File: src/beamform_pkg.sv
`default_nettype none

package beamform_pkg;

	// Widths shared by the whole datapath.
	localparam int sample_w = 10;  // Per I or Q component.
	localparam int coef_w = 5;  // One weight, signed.
	localparam int shift_w = 15;  // Element result after clamp.
	localparam int beam_w = 16;  // Combined output after clamp.

	// Input sample component from one antenna element.
	typedef logic signed [sample_w-1:0] sample_t;

	// Complex weight part, cosine or sine.
	typedef logic signed [coef_w-1:0] coef_t;

	// Saturated element output.
	typedef logic signed [shift_w-1:0] shift_t;

	// Saturated array output.
	typedef logic signed [beam_w-1:0] beam_t;

	// Weight slot targeted by a bank write.
	typedef enum logic [1:0] {
		sel_cos_1 = 2'd0,  // Beam 1 cosine.
		sel_sin_1 = 2'd1,  // Beam 1 sine.
		sel_cos_2 = 2'd2,  // Beam 2 cosine.
		sel_sin_2 = 2'd3  // Beam 2 sine.
	} coef_sel_t;

	// Number of weight slots held per element.
	localparam int num_slots = 4;

endpackage

`default_nettype wire

File: src/coef_if.sv
`default_nettype none

// One element's weight set, held as steady levels by the bank.
interface coef_if import beamform_pkg::*; ();

	coef_t cos_1;  // Beam 1.
	coef_t sin_1;
	coef_t cos_2;  // Beam 2.
	coef_t sin_2;

	modport bank (
		output cos_1,
		output sin_1,
		output cos_2,
		output sin_2
	);

	modport shifter (
		input cos_1,
		input sin_1,
		input cos_2,
		input sin_2
	);

endinterface

`default_nettype wire

File: src/weight_bank.sv
`default_nettype none

module weight_bank import beamform_pkg::*; #(
	parameter int num_elements = 4
) (
	input  logic                            clock,
	input  logic                            reset,
	input  logic                            wr_en,
	input  logic [$clog2(num_elements)-1:0] wr_elem,
	input  coef_sel_t                       wr_sel,
	input  coef_t                           wr_data,
	coef_if.bank                            coefs [num_elements]
);

	// Four weight registers per element.
	coef_t bank_r [num_elements][num_slots];

	logic wr_hit;

	// Indices past the last element are dropped.
	assign wr_hit = wr_en && (int'(wr_elem) < num_elements);

	always_ff @(posedge clock) begin
		if (reset) begin
			for (int e = 0; e < num_elements; e++) begin
				for (int s = 0; s < num_slots; s++) begin
					bank_r[e][s] <= '0;  // Zero weights mute the array.
				end
			end
		end else if (wr_hit) begin
			bank_r[wr_elem][wr_sel] <= wr_data;  // One slot per strobe.
		end
	end

	// Registers drive the shifters directly, so a write lands one edge later.
	for (genvar e = 0; e < num_elements; e++) begin : g_drive
		assign coefs[e].cos_1 = bank_r[e][sel_cos_1];
		assign coefs[e].sin_1 = bank_r[e][sel_sin_1];
		assign coefs[e].cos_2 = bank_r[e][sel_cos_2];
		assign coefs[e].sin_2 = bank_r[e][sel_sin_2];
	end

endmodule

`default_nettype wire

File: src/phase_shift.sv
`default_nettype none

module phase_shift import beamform_pkg::*; (
	input  logic    clock,
	input  logic    reset,
	input  sample_t sample_i,
	input  sample_t sample_q,
	coef_if.shifter coefs,
	output shift_t  out_i,
	output shift_t  out_q
);

	// Full precision through the beam sum, no overflow possible.
	localparam int prod_w = sample_w + coef_w;
	localparam int term_w = prod_w + 1;
	localparam int sum_w = prod_w + 2;

	localparam logic signed [sum_w-1:0] shift_max = (2 ** (shift_w - 1)) - 1;
	localparam logic signed [sum_w-1:0] shift_min = -(2 ** (shift_w - 1));

	logic signed [prod_w-1:0] ii_1;
	logic signed [prod_w-1:0] iq_1;
	logic signed [prod_w-1:0] qi_1;
	logic signed [prod_w-1:0] qq_1;
	logic signed [prod_w-1:0] ii_2;
	logic signed [prod_w-1:0] iq_2;
	logic signed [prod_w-1:0] qi_2;
	logic signed [prod_w-1:0] qq_2;

	logic signed [term_w-1:0] i_term_1;
	logic signed [term_w-1:0] q_term_1;
	logic signed [term_w-1:0] i_term_2;
	logic signed [term_w-1:0] q_term_2;

	logic signed [sum_w-1:0] sum_i;
	logic signed [sum_w-1:0] sum_q;

	// Clamp to the 15-bit element range.
	function automatic shift_t clamp(input logic signed [sum_w-1:0] value);
		if (value > shift_max) begin
			return shift_max[shift_w-1:0];
		end
		if (value < shift_min) begin
			return shift_min[shift_w-1:0];
		end
		return value[shift_w-1:0];
	endfunction

	// Beam 1 products.
	assign ii_1 = sample_i * coefs.cos_1;
	assign iq_1 = sample_i * coefs.sin_1;
	assign qi_1 = sample_q * coefs.cos_1;
	assign qq_1 = sample_q * coefs.sin_1;

	// Beam 2 products.
	assign ii_2 = sample_i * coefs.cos_2;
	assign iq_2 = sample_i * coefs.sin_2;
	assign qi_2 = sample_q * coefs.cos_2;
	assign qq_2 = sample_q * coefs.sin_2;

	// Complex multiply by cos - j sin.
	assign i_term_1 = ii_1 + qq_1;
	assign q_term_1 = qi_1 - iq_1;
	assign i_term_2 = ii_2 + qq_2;
	assign q_term_2 = qi_2 - iq_2;

	assign sum_i = i_term_1 + i_term_2;  // Both beams summed.
	assign sum_q = q_term_1 + q_term_2;

	always_ff @(posedge clock) begin
		if (reset) begin
			out_i <= '0;
			out_q <= '0;
		end else begin
			out_i <= clamp(sum_i);
			out_q <= clamp(sum_q);
		end
	end

endmodule

`default_nettype wire

File: src/beam_combiner.sv
`default_nettype none

module beam_combiner import beamform_pkg::*; #(
	parameter int num_elements = 4
) (
	input  logic   clock,
	input  logic   reset,
	input  shift_t elem_i [num_elements],
	input  shift_t elem_q [num_elements],
	output beam_t  out_i,
	output beam_t  out_q
);

	// Three guard bits cover up to eight elements.
	localparam int sum_w = shift_w + 3;

	localparam logic signed [sum_w-1:0] beam_max = (2 ** (beam_w - 1)) - 1;
	localparam logic signed [sum_w-1:0] beam_min = -(2 ** (beam_w - 1));

	logic signed [sum_w-1:0] sum_i;
	logic signed [sum_w-1:0] sum_q;

	// Clamp to the 16-bit output range.
	function automatic beam_t clamp(input logic signed [sum_w-1:0] value);
		if (value > beam_max) begin
			return beam_max[beam_w-1:0];
		end
		if (value < beam_min) begin
			return beam_min[beam_w-1:0];
		end
		return value[beam_w-1:0];
	endfunction

	// Plain adder chain across all elements.
	always_comb begin
		sum_i = '0;
		sum_q = '0;
		for (int e = 0; e < num_elements; e++) begin
			sum_i = sum_i + elem_i[e];  // Sign extended.
			sum_q = sum_q + elem_q[e];
		end
	end

	always_ff @(posedge clock) begin
		if (reset) begin
			out_i <= '0;
			out_q <= '0;
		end else begin
			out_i <= clamp(sum_i);
			out_q <= clamp(sum_q);
		end
	end

endmodule

`default_nettype wire

File: src/beamformer_top.sv
`default_nettype none

module beamformer_top import beamform_pkg::*; #(
	parameter int num_elements = 4
) (
	input  logic                            clock,
	input  logic                            reset,
	input  logic                            in_valid,
	input  sample_t                         sample_i [num_elements],
	input  sample_t                         sample_q [num_elements],
	input  logic                            wr_en,
	input  logic [$clog2(num_elements)-1:0] wr_elem,
	input  coef_sel_t                       wr_sel,
	input  coef_t                           wr_data,
	output logic                            out_valid,
	output beam_t                           out_i,
	output beam_t                           out_q
);

	// One weight bundle per element.
	coef_if coefs [num_elements] ();

	shift_t elem_i [num_elements];
	shift_t elem_q [num_elements];

	// Tracks the two register stages of the datapath.
	logic [1:0] valid_pipe;

	weight_bank #(
		.num_elements(num_elements)
	) u_weight_bank (
		.clock  (clock),
		.reset  (reset),
		.wr_en  (wr_en),
		.wr_elem(wr_elem),
		.wr_sel (wr_sel),
		.wr_data(wr_data),
		.coefs  (coefs)
	);

	for (genvar e = 0; e < num_elements; e++) begin : g_elem
		phase_shift u_phase_shift (
			.clock   (clock),
			.reset   (reset),
			.sample_i(sample_i[e]),
			.sample_q(sample_q[e]),
			.coefs   (coefs[e]),
			.out_i   (elem_i[e]),
			.out_q   (elem_q[e])
		);
	end

	beam_combiner #(
		.num_elements(num_elements)
	) u_beam_combiner (
		.clock (clock),
		.reset (reset),
		.elem_i(elem_i),
		.elem_q(elem_q),
		.out_i (out_i),
		.out_q (out_q)
	);

	// Stage 0 lines up with the element registers, stage 1 with the output.
	always_ff @(posedge clock) begin
		if (reset) begin
			valid_pipe <= '0;
		end else begin
			valid_pipe <= {valid_pipe[0], in_valid};
		end
	end

	assign out_valid = valid_pipe[1];

endmodule

`default_nettype wire

File: config.mk
export PLATFORM = sky130hd
export DESIGN_NAME = beamformer_top
export DESIGN_NICKNAME = d
export VERILOG_FILES = /design/src/beamform_pkg.sv /design/src/coef_if.sv /design/src/weight_bank.sv /design/src/phase_shift.sv /design/src/beam_combiner.sv /design/src/beamformer_top.sv
export SDC_FILE = /design/constraint.sdc
export NUM_CORES = 2
export LEC_CHECK = 0
export ABC_CLOCK_PERIOD_IN_PS = 9100
export BUFFER_PORTS_ARGS = -buffer_cell sky130_fd_sc_hd__buf_2
export CORE_ASPECT_RATIO = 0.8
export CORE_MARGIN = 2
export CORE_UTILIZATION = 50
export CTS_CLUSTER_SIZE = 8
export DETAILED_ROUTE_END_ITERATION = 10
export PLACE_DENSITY_LB_ADDON = 0.08
export SLEW_MARGIN = 20
export SYNTH_ARGS = -nofsm -noshare
export SYNTH_HDL_FRONTEND = slang
export SYNTH_SLANG_ARGS = --single-unit
File: constraint.sdc
create_clock -name clock -period 9.1 [get_ports clock]
set_clock_uncertainty 0.2 [all_clocks]
set_input_delay 0.455 -clock clock [delete_from_list [all_inputs] [get_ports clock]]
set_output_delay 0.455 -clock clock [all_outputs]
set_load 0.02 [all_outputs]
* Yosys cells after proc, flatten, opt, wreduce, memory -nomap -nowiden
Memory sizes are Yosys's and may differ from the RTL's. Index checks and enable logic that the tools add are counted.
Storage, ports and cells: register bits after elaboration 154, bits in writable memories 80, bits of input ports 93, output and inout bits 33, word-level logic and storage cells 199, memories kept 1
Cells by class: $add $sub $neg 30, multipliers 32, magnitude comparators 22, mux-type cells 100, bitwise operators 1, reduce and logical (&&, ||, !) cells 2
Memory list:
- u_weight_bank.bank_r | depth 4, width 20, rd ports 4, clocked after Yosys merged registers in 0, wr ports 4, RTL line weight_bank.sv:16 | coef_t bank_r [num_elements][num_slots];
Operators with widths (count):
- 10-bit by 5-bit multiplier with 15-bit output | 32
- 15-bit two-way mux | 32
- 15-bit by 15-bit adder with 16-bit output | 10
- 16-bit by 16-bit adder with 17-bit output | 8
- 17-bit by 15-bit > comparator with 1-bit output (second input constant) | 8
- 17-bit by 15-bit < comparator with 1-bit output (second input constant) | 8
- 16-bit two-way mux | 8
- 15-bit by 15-bit subtractor with 16-bit output | 8
- 20-bit two-way mux | 3
- 1-bit two-way mux | 54
- 18-bit by 15-bit adder with 18-bit output | 2
- 18-bit by 16-bit > comparator with 1-bit output (second input constant) | 2
- 18-bit by 16-bit < comparator with 1-bit output (second input constant) | 2
- 16-bit by 15-bit adder with 17-bit output | 2
- 20-bit OR reduction | 1
- 5-bit demux with 2-bit select | 1
- 5-bit two-way mux | 1
- 3-bit greater-or-equal comparator (second input constant) | 1
- 3-bit by 1-bit < comparator with 1-bit output (second input constant) | 1
- 2-bit inverter with 3-bit output | 1
- 2-bit two-way mux | 1
- 1-bit logical AND | 1

* Depth between registers and ports, before layout
An unclocked memory read counts as a cell.
depth after elaboration 11, mapped depth 26

* Modules after synthesis
Synthesis repeated with hierarchy kept, for this count alone.
Second synthesis, totals: cells, all modules 8088, area, all modules 75693.8 um2
Modules (own cells, without submodules):
- phase_shift at g_elem[1].u_phase_shift ... | instances 2, cells each 1842, area each 17038.8 um2, seq. area each 600.6 um2
- phase_shift at g_elem[0].u_phase_shift | instances 1, cells each 1860, area each 17166.5 um2, seq. area each 600.6 um2
- phase_shift at g_elem[3].u_phase_shift | instances 1, cells each 1821, area each 16892.5 um2, seq. area each 600.6 um2
- beam_combiner | instances 1, cells each 501, area each 4275.4 um2, seq. area each 640.6 um2
- weight_bank | instances 1, cells each 218, area each 3229.3 um2, seq. area each 2402.3 um2
- beamformer_top | instances 1, cells each 4, area each 52.6 um2, seq. area each 40.0 um2

* Worst setup path before layout
OpenSTA, ideal clock, no wires.
kind reg-to-reg, from memory u_weight_bank.bank_r[1][19] in the netlist's numbering, to register g_elem[1].u_phase_shift.out_q[10], setup time 0.115 ns, arrival time 6.764 ns, setup slack 2.021 ns, cell stages (with the launch flop) 25, path buffers 2, cells stage by stage edfxtp_1 -> inv_1 -> clkbuf_1 -> nor2_1 -> fa_1 -> fa_1 -> inv_1 -> fa_1 -> inv_1 -> fa_1 -> fa_1 -> fa_1 -> inv_1 -> fa_1 -> inv_1 -> ha_1 -> o21a_1 -> o21a_1 -> a2111oi_2 -> o41ai_2 -> a31oi_1 -> xnor2_1 -> o31ai_4 -> buf_6 -> o21ai_2
RTL lines:
- start, declared | RTL line weight_bank.sv:16
- end signal, assigned | RTL line phase_shift.sv:76 | out_q <= clamp(sum_q);
- end, declared | RTL line phase_shift.sv:10 | output shift_t out_q

==> qor.yml <==
outcome: "finished, final reports clean"
drt_antenna_net_count: 0
cp_max_fo: 22
cts.sinks: 234
layout.nets: 10400
root_buffer: "clkbuf_16"
drt-initial-drc-count: 2936
max-clock-path-buffers: 3
maxClockFrequency_mhz: 120
pin_count_of_the_biggest_net_entering_global_routing: 32
nFillCells: 13900
slew_headroom_pct: 28.2
maxcap_violations: 0
clkLatencyLatePin_ns: 0.58
globalRoute.totalOverflow: 0
mostFrequentLayoutCell: "inv_1"
netlist_area_sq_um: 74800
remaining_drc_errors: 0
core_area_sq_um: 148000
timing.final.setup_violations: 0
route.detailed.wl_per_inst_microns: 19.8
track_usage_pct: 26.9
syn_to_final_growth_pct: 4.48
io_pins: 126
grt_pass1_wl_mm: 318
synth_seq_area_share_pct: 7.34
critPathLaunchType: "register"
hold_class: "input port to register"
final_max_slew_viol_count: 0
critPathRequiredTime_ns: 9.40
dieHeight_microns: 350
kind_of_capture_point_of_the_worst_setup_path: "register"
cts_made_buffers: 36
final-seq-area_sq_um: 5490
gp_congestion: 0.880
final.setup.tns_ns: 0
die_x_microns: 436
synth_seq_cells: 234
critPathKind: "register to register"
postRouteWirelength_mm: 195
antenna_violations_before_repair: 19
routed-via-count: 50500
post_cts.repair.setup_buffers: 0
drive_gt1_share_pct: 3.59
crit_arrival_ns: 8.61
finalHoldViolCount: 0
initial_core_util_pct: 50.5
postSynth.asyncResetShare_pct: 0
number_of_levels_in_the_clock_h_tree: 2
post_drt_via_cell_ratio: 5.13
rows: 126
post_synth_inst_count: 7956
syn-mean-instance-area_sq_um: 9.40
postLayoutCoreUtil_pct: 52.8
synth-warning-count: 0
post-route-min-period_ns: 8.32
yosys_most_used_dff: "dfxtp_1"
worst_setup_hold_path_clk_slew_ns: 0.07
dr.pass1.iters: 5
area_of_the_multi_input_gates_sq_um: 60400
rsz0062_at_grt: "false"
worstMarginPinSlew_ns: 1.08
layout_common_cells: "inv_1, fa_1, nand2_1, and2_1, ha_1"
tritoncts_clock_tree: "built"
synth_edf_count: 80
synthDistinctLibCells: 78
fin_crit_sh_pct: 91.4
number_of_global_route_vias_before_repair: 55200
dp_hpwl_mm: 159
die_area_sq_um: 153000
io_buffer_count: 125
-- sequential cells by signal, indices dropped and copies added (netlist names) --
name	flops
u_weight_bank.bank_r	80
g_elem.u_phase_shift.out_i	60
g_elem.u_phase_shift.out_q	60
u_beam_combiner.out_i	16
u_beam_combiner.out_q	16
valid_pipe	2
-- cell type report --
type                    count  share of cell area, %
clock inverters             2                 0.0272
inverters                2021                   9.71
repair buffers            179                   1.37
diodes                      3                0.00961
multi-input cells        5369                   77.3
clock buffers              58                   1.37
flip-flops and latches    234                   7.02
well taps                1984                   3.18
-- synth_stat cells (6+ instances only) --
cell       count  area share [%]
o211ai_1       9           0.090
a211oi_1      18            0.18
a21oi_1      165             1.1
nor2_1       253             1.3
o21bai_1      28            0.28
or3_1         15            0.13
o21ai_2       13            0.15
o41ai_2        6            0.13
clkbuf_1     324             1.6
dfxtp_1      154             4.1
buf_2          9           0.060
nand2_1      729             3.7
xor2_1        89             1.0
o21ai_1       24            0.16
nand3b_1       8           0.080
a21o_1        56            0.56
nand4_1        7           0.059
edfxtp_1      80             3.2
and2_1       715             6.0
and3_1        14            0.12
o22ai_1        8           0.067
xnor2_1      166             1.9
a31oi_1       19            0.16
ha_1         656              11
nand2b_1     157             1.3
nor3_1        49            0.33
a2111oi_2      6            0.12
o21ai_0      167             1.1
fa_1        1778              48
nor2b_1       62            0.52
nand3_1       28            0.19
inv_1       2020              10
o21a_1        42            0.42
or2_2          8           0.067
-- worst paths after layout --
kind                                      end                         from  slack [ns]  cells past startpoint
max          g_elem[0].u_phase_shift.out_q[6]  u_weight_bank.bank_r[0][10]        0.78                     22
min                             valid_pipe[1]                        reset        0.03                      2
max reg2reg  g_elem[0].u_phase_shift.out_q[6]  u_weight_bank.bank_r[0][10]        0.78                     22
min reg2reg                     valid_pipe[1]                valid_pipe[0]        0.25                      1
-- stage by stage --
| step | hold WS, ns | cell area (sq um) | instances | setup slack [ns] |
|---|---|---|---|---|
| finish | 0.0340 | 78100 | 9850 | 0.782 |
| global route | 0.0252 | 78100 | 9849 | 0.482 |
| CTS | 0.0198 | 78100 | 9846 | 0.845 |
| detailed placement | 0.231 | 77000 | 9785 | 0.924 |
| global placement | 0.220 | 76900 | 9783 | 1.10 |
| floorplan | 0.214 | 74800 | 7963 | 2.02 |
-- per-layer routing --
layer	vias to the layer above	GRT usage, %	wire [microns]
li1	23000	-	-
met3	141	4.34	12200
met2	1105	42.8	89500
met4	8	2.98	2380
met1	26300	40.0	90900
met5	-	0	54
-- critical path, stage by stage (launching register included) --
cell	delay [ns]
edfxtp_1	1.05
nand2_1	0.33
inv_1	0.15
fa_1	0.43
fa_1	0.49
inv_1	0.05
fa_1	0.48
fa_1	0.58
fa_1	0.44
fa_1	0.50
inv_1	0.05
fa_1	0.48
inv_1	0.04
ha_1	0.33
a2111oi_0	0.49
o21ai_1	0.24
a311oi_2	0.38
o21ai_1	0.15
a31oi_1	0.22
xnor2_1	0.19
a21o_1	0.60
o211ai_1	0.18
a21oi_1	0.17
-- kinds of logic after synthesis --
| logic type | synth area share, % |
|---|---|
| buffers and inverters | 11.9 |
| and+or+nand+nor | 13.9 |
| muxes | 0.0402 |
| other | 0.00502 |
| AOI/OAI and AO/OA | 5.23 |
| DFF | 7.34 |
| adders and majority gates | 58.6 |
| xor gates and xnor gates | 3.01 |
-- timing repair --
item / 4_1_cts / 5_1_grt
hold buffers: 1 / 0
gates resized for setup: 0 / 0
endpoints found under the setup margin: 0 / 0
hold endpoints to repair: 1 / 0
Power is left out: the tool's default activity adds up to more than one toggle a clock period on the data nets, which glitch-free logic cannot reach.
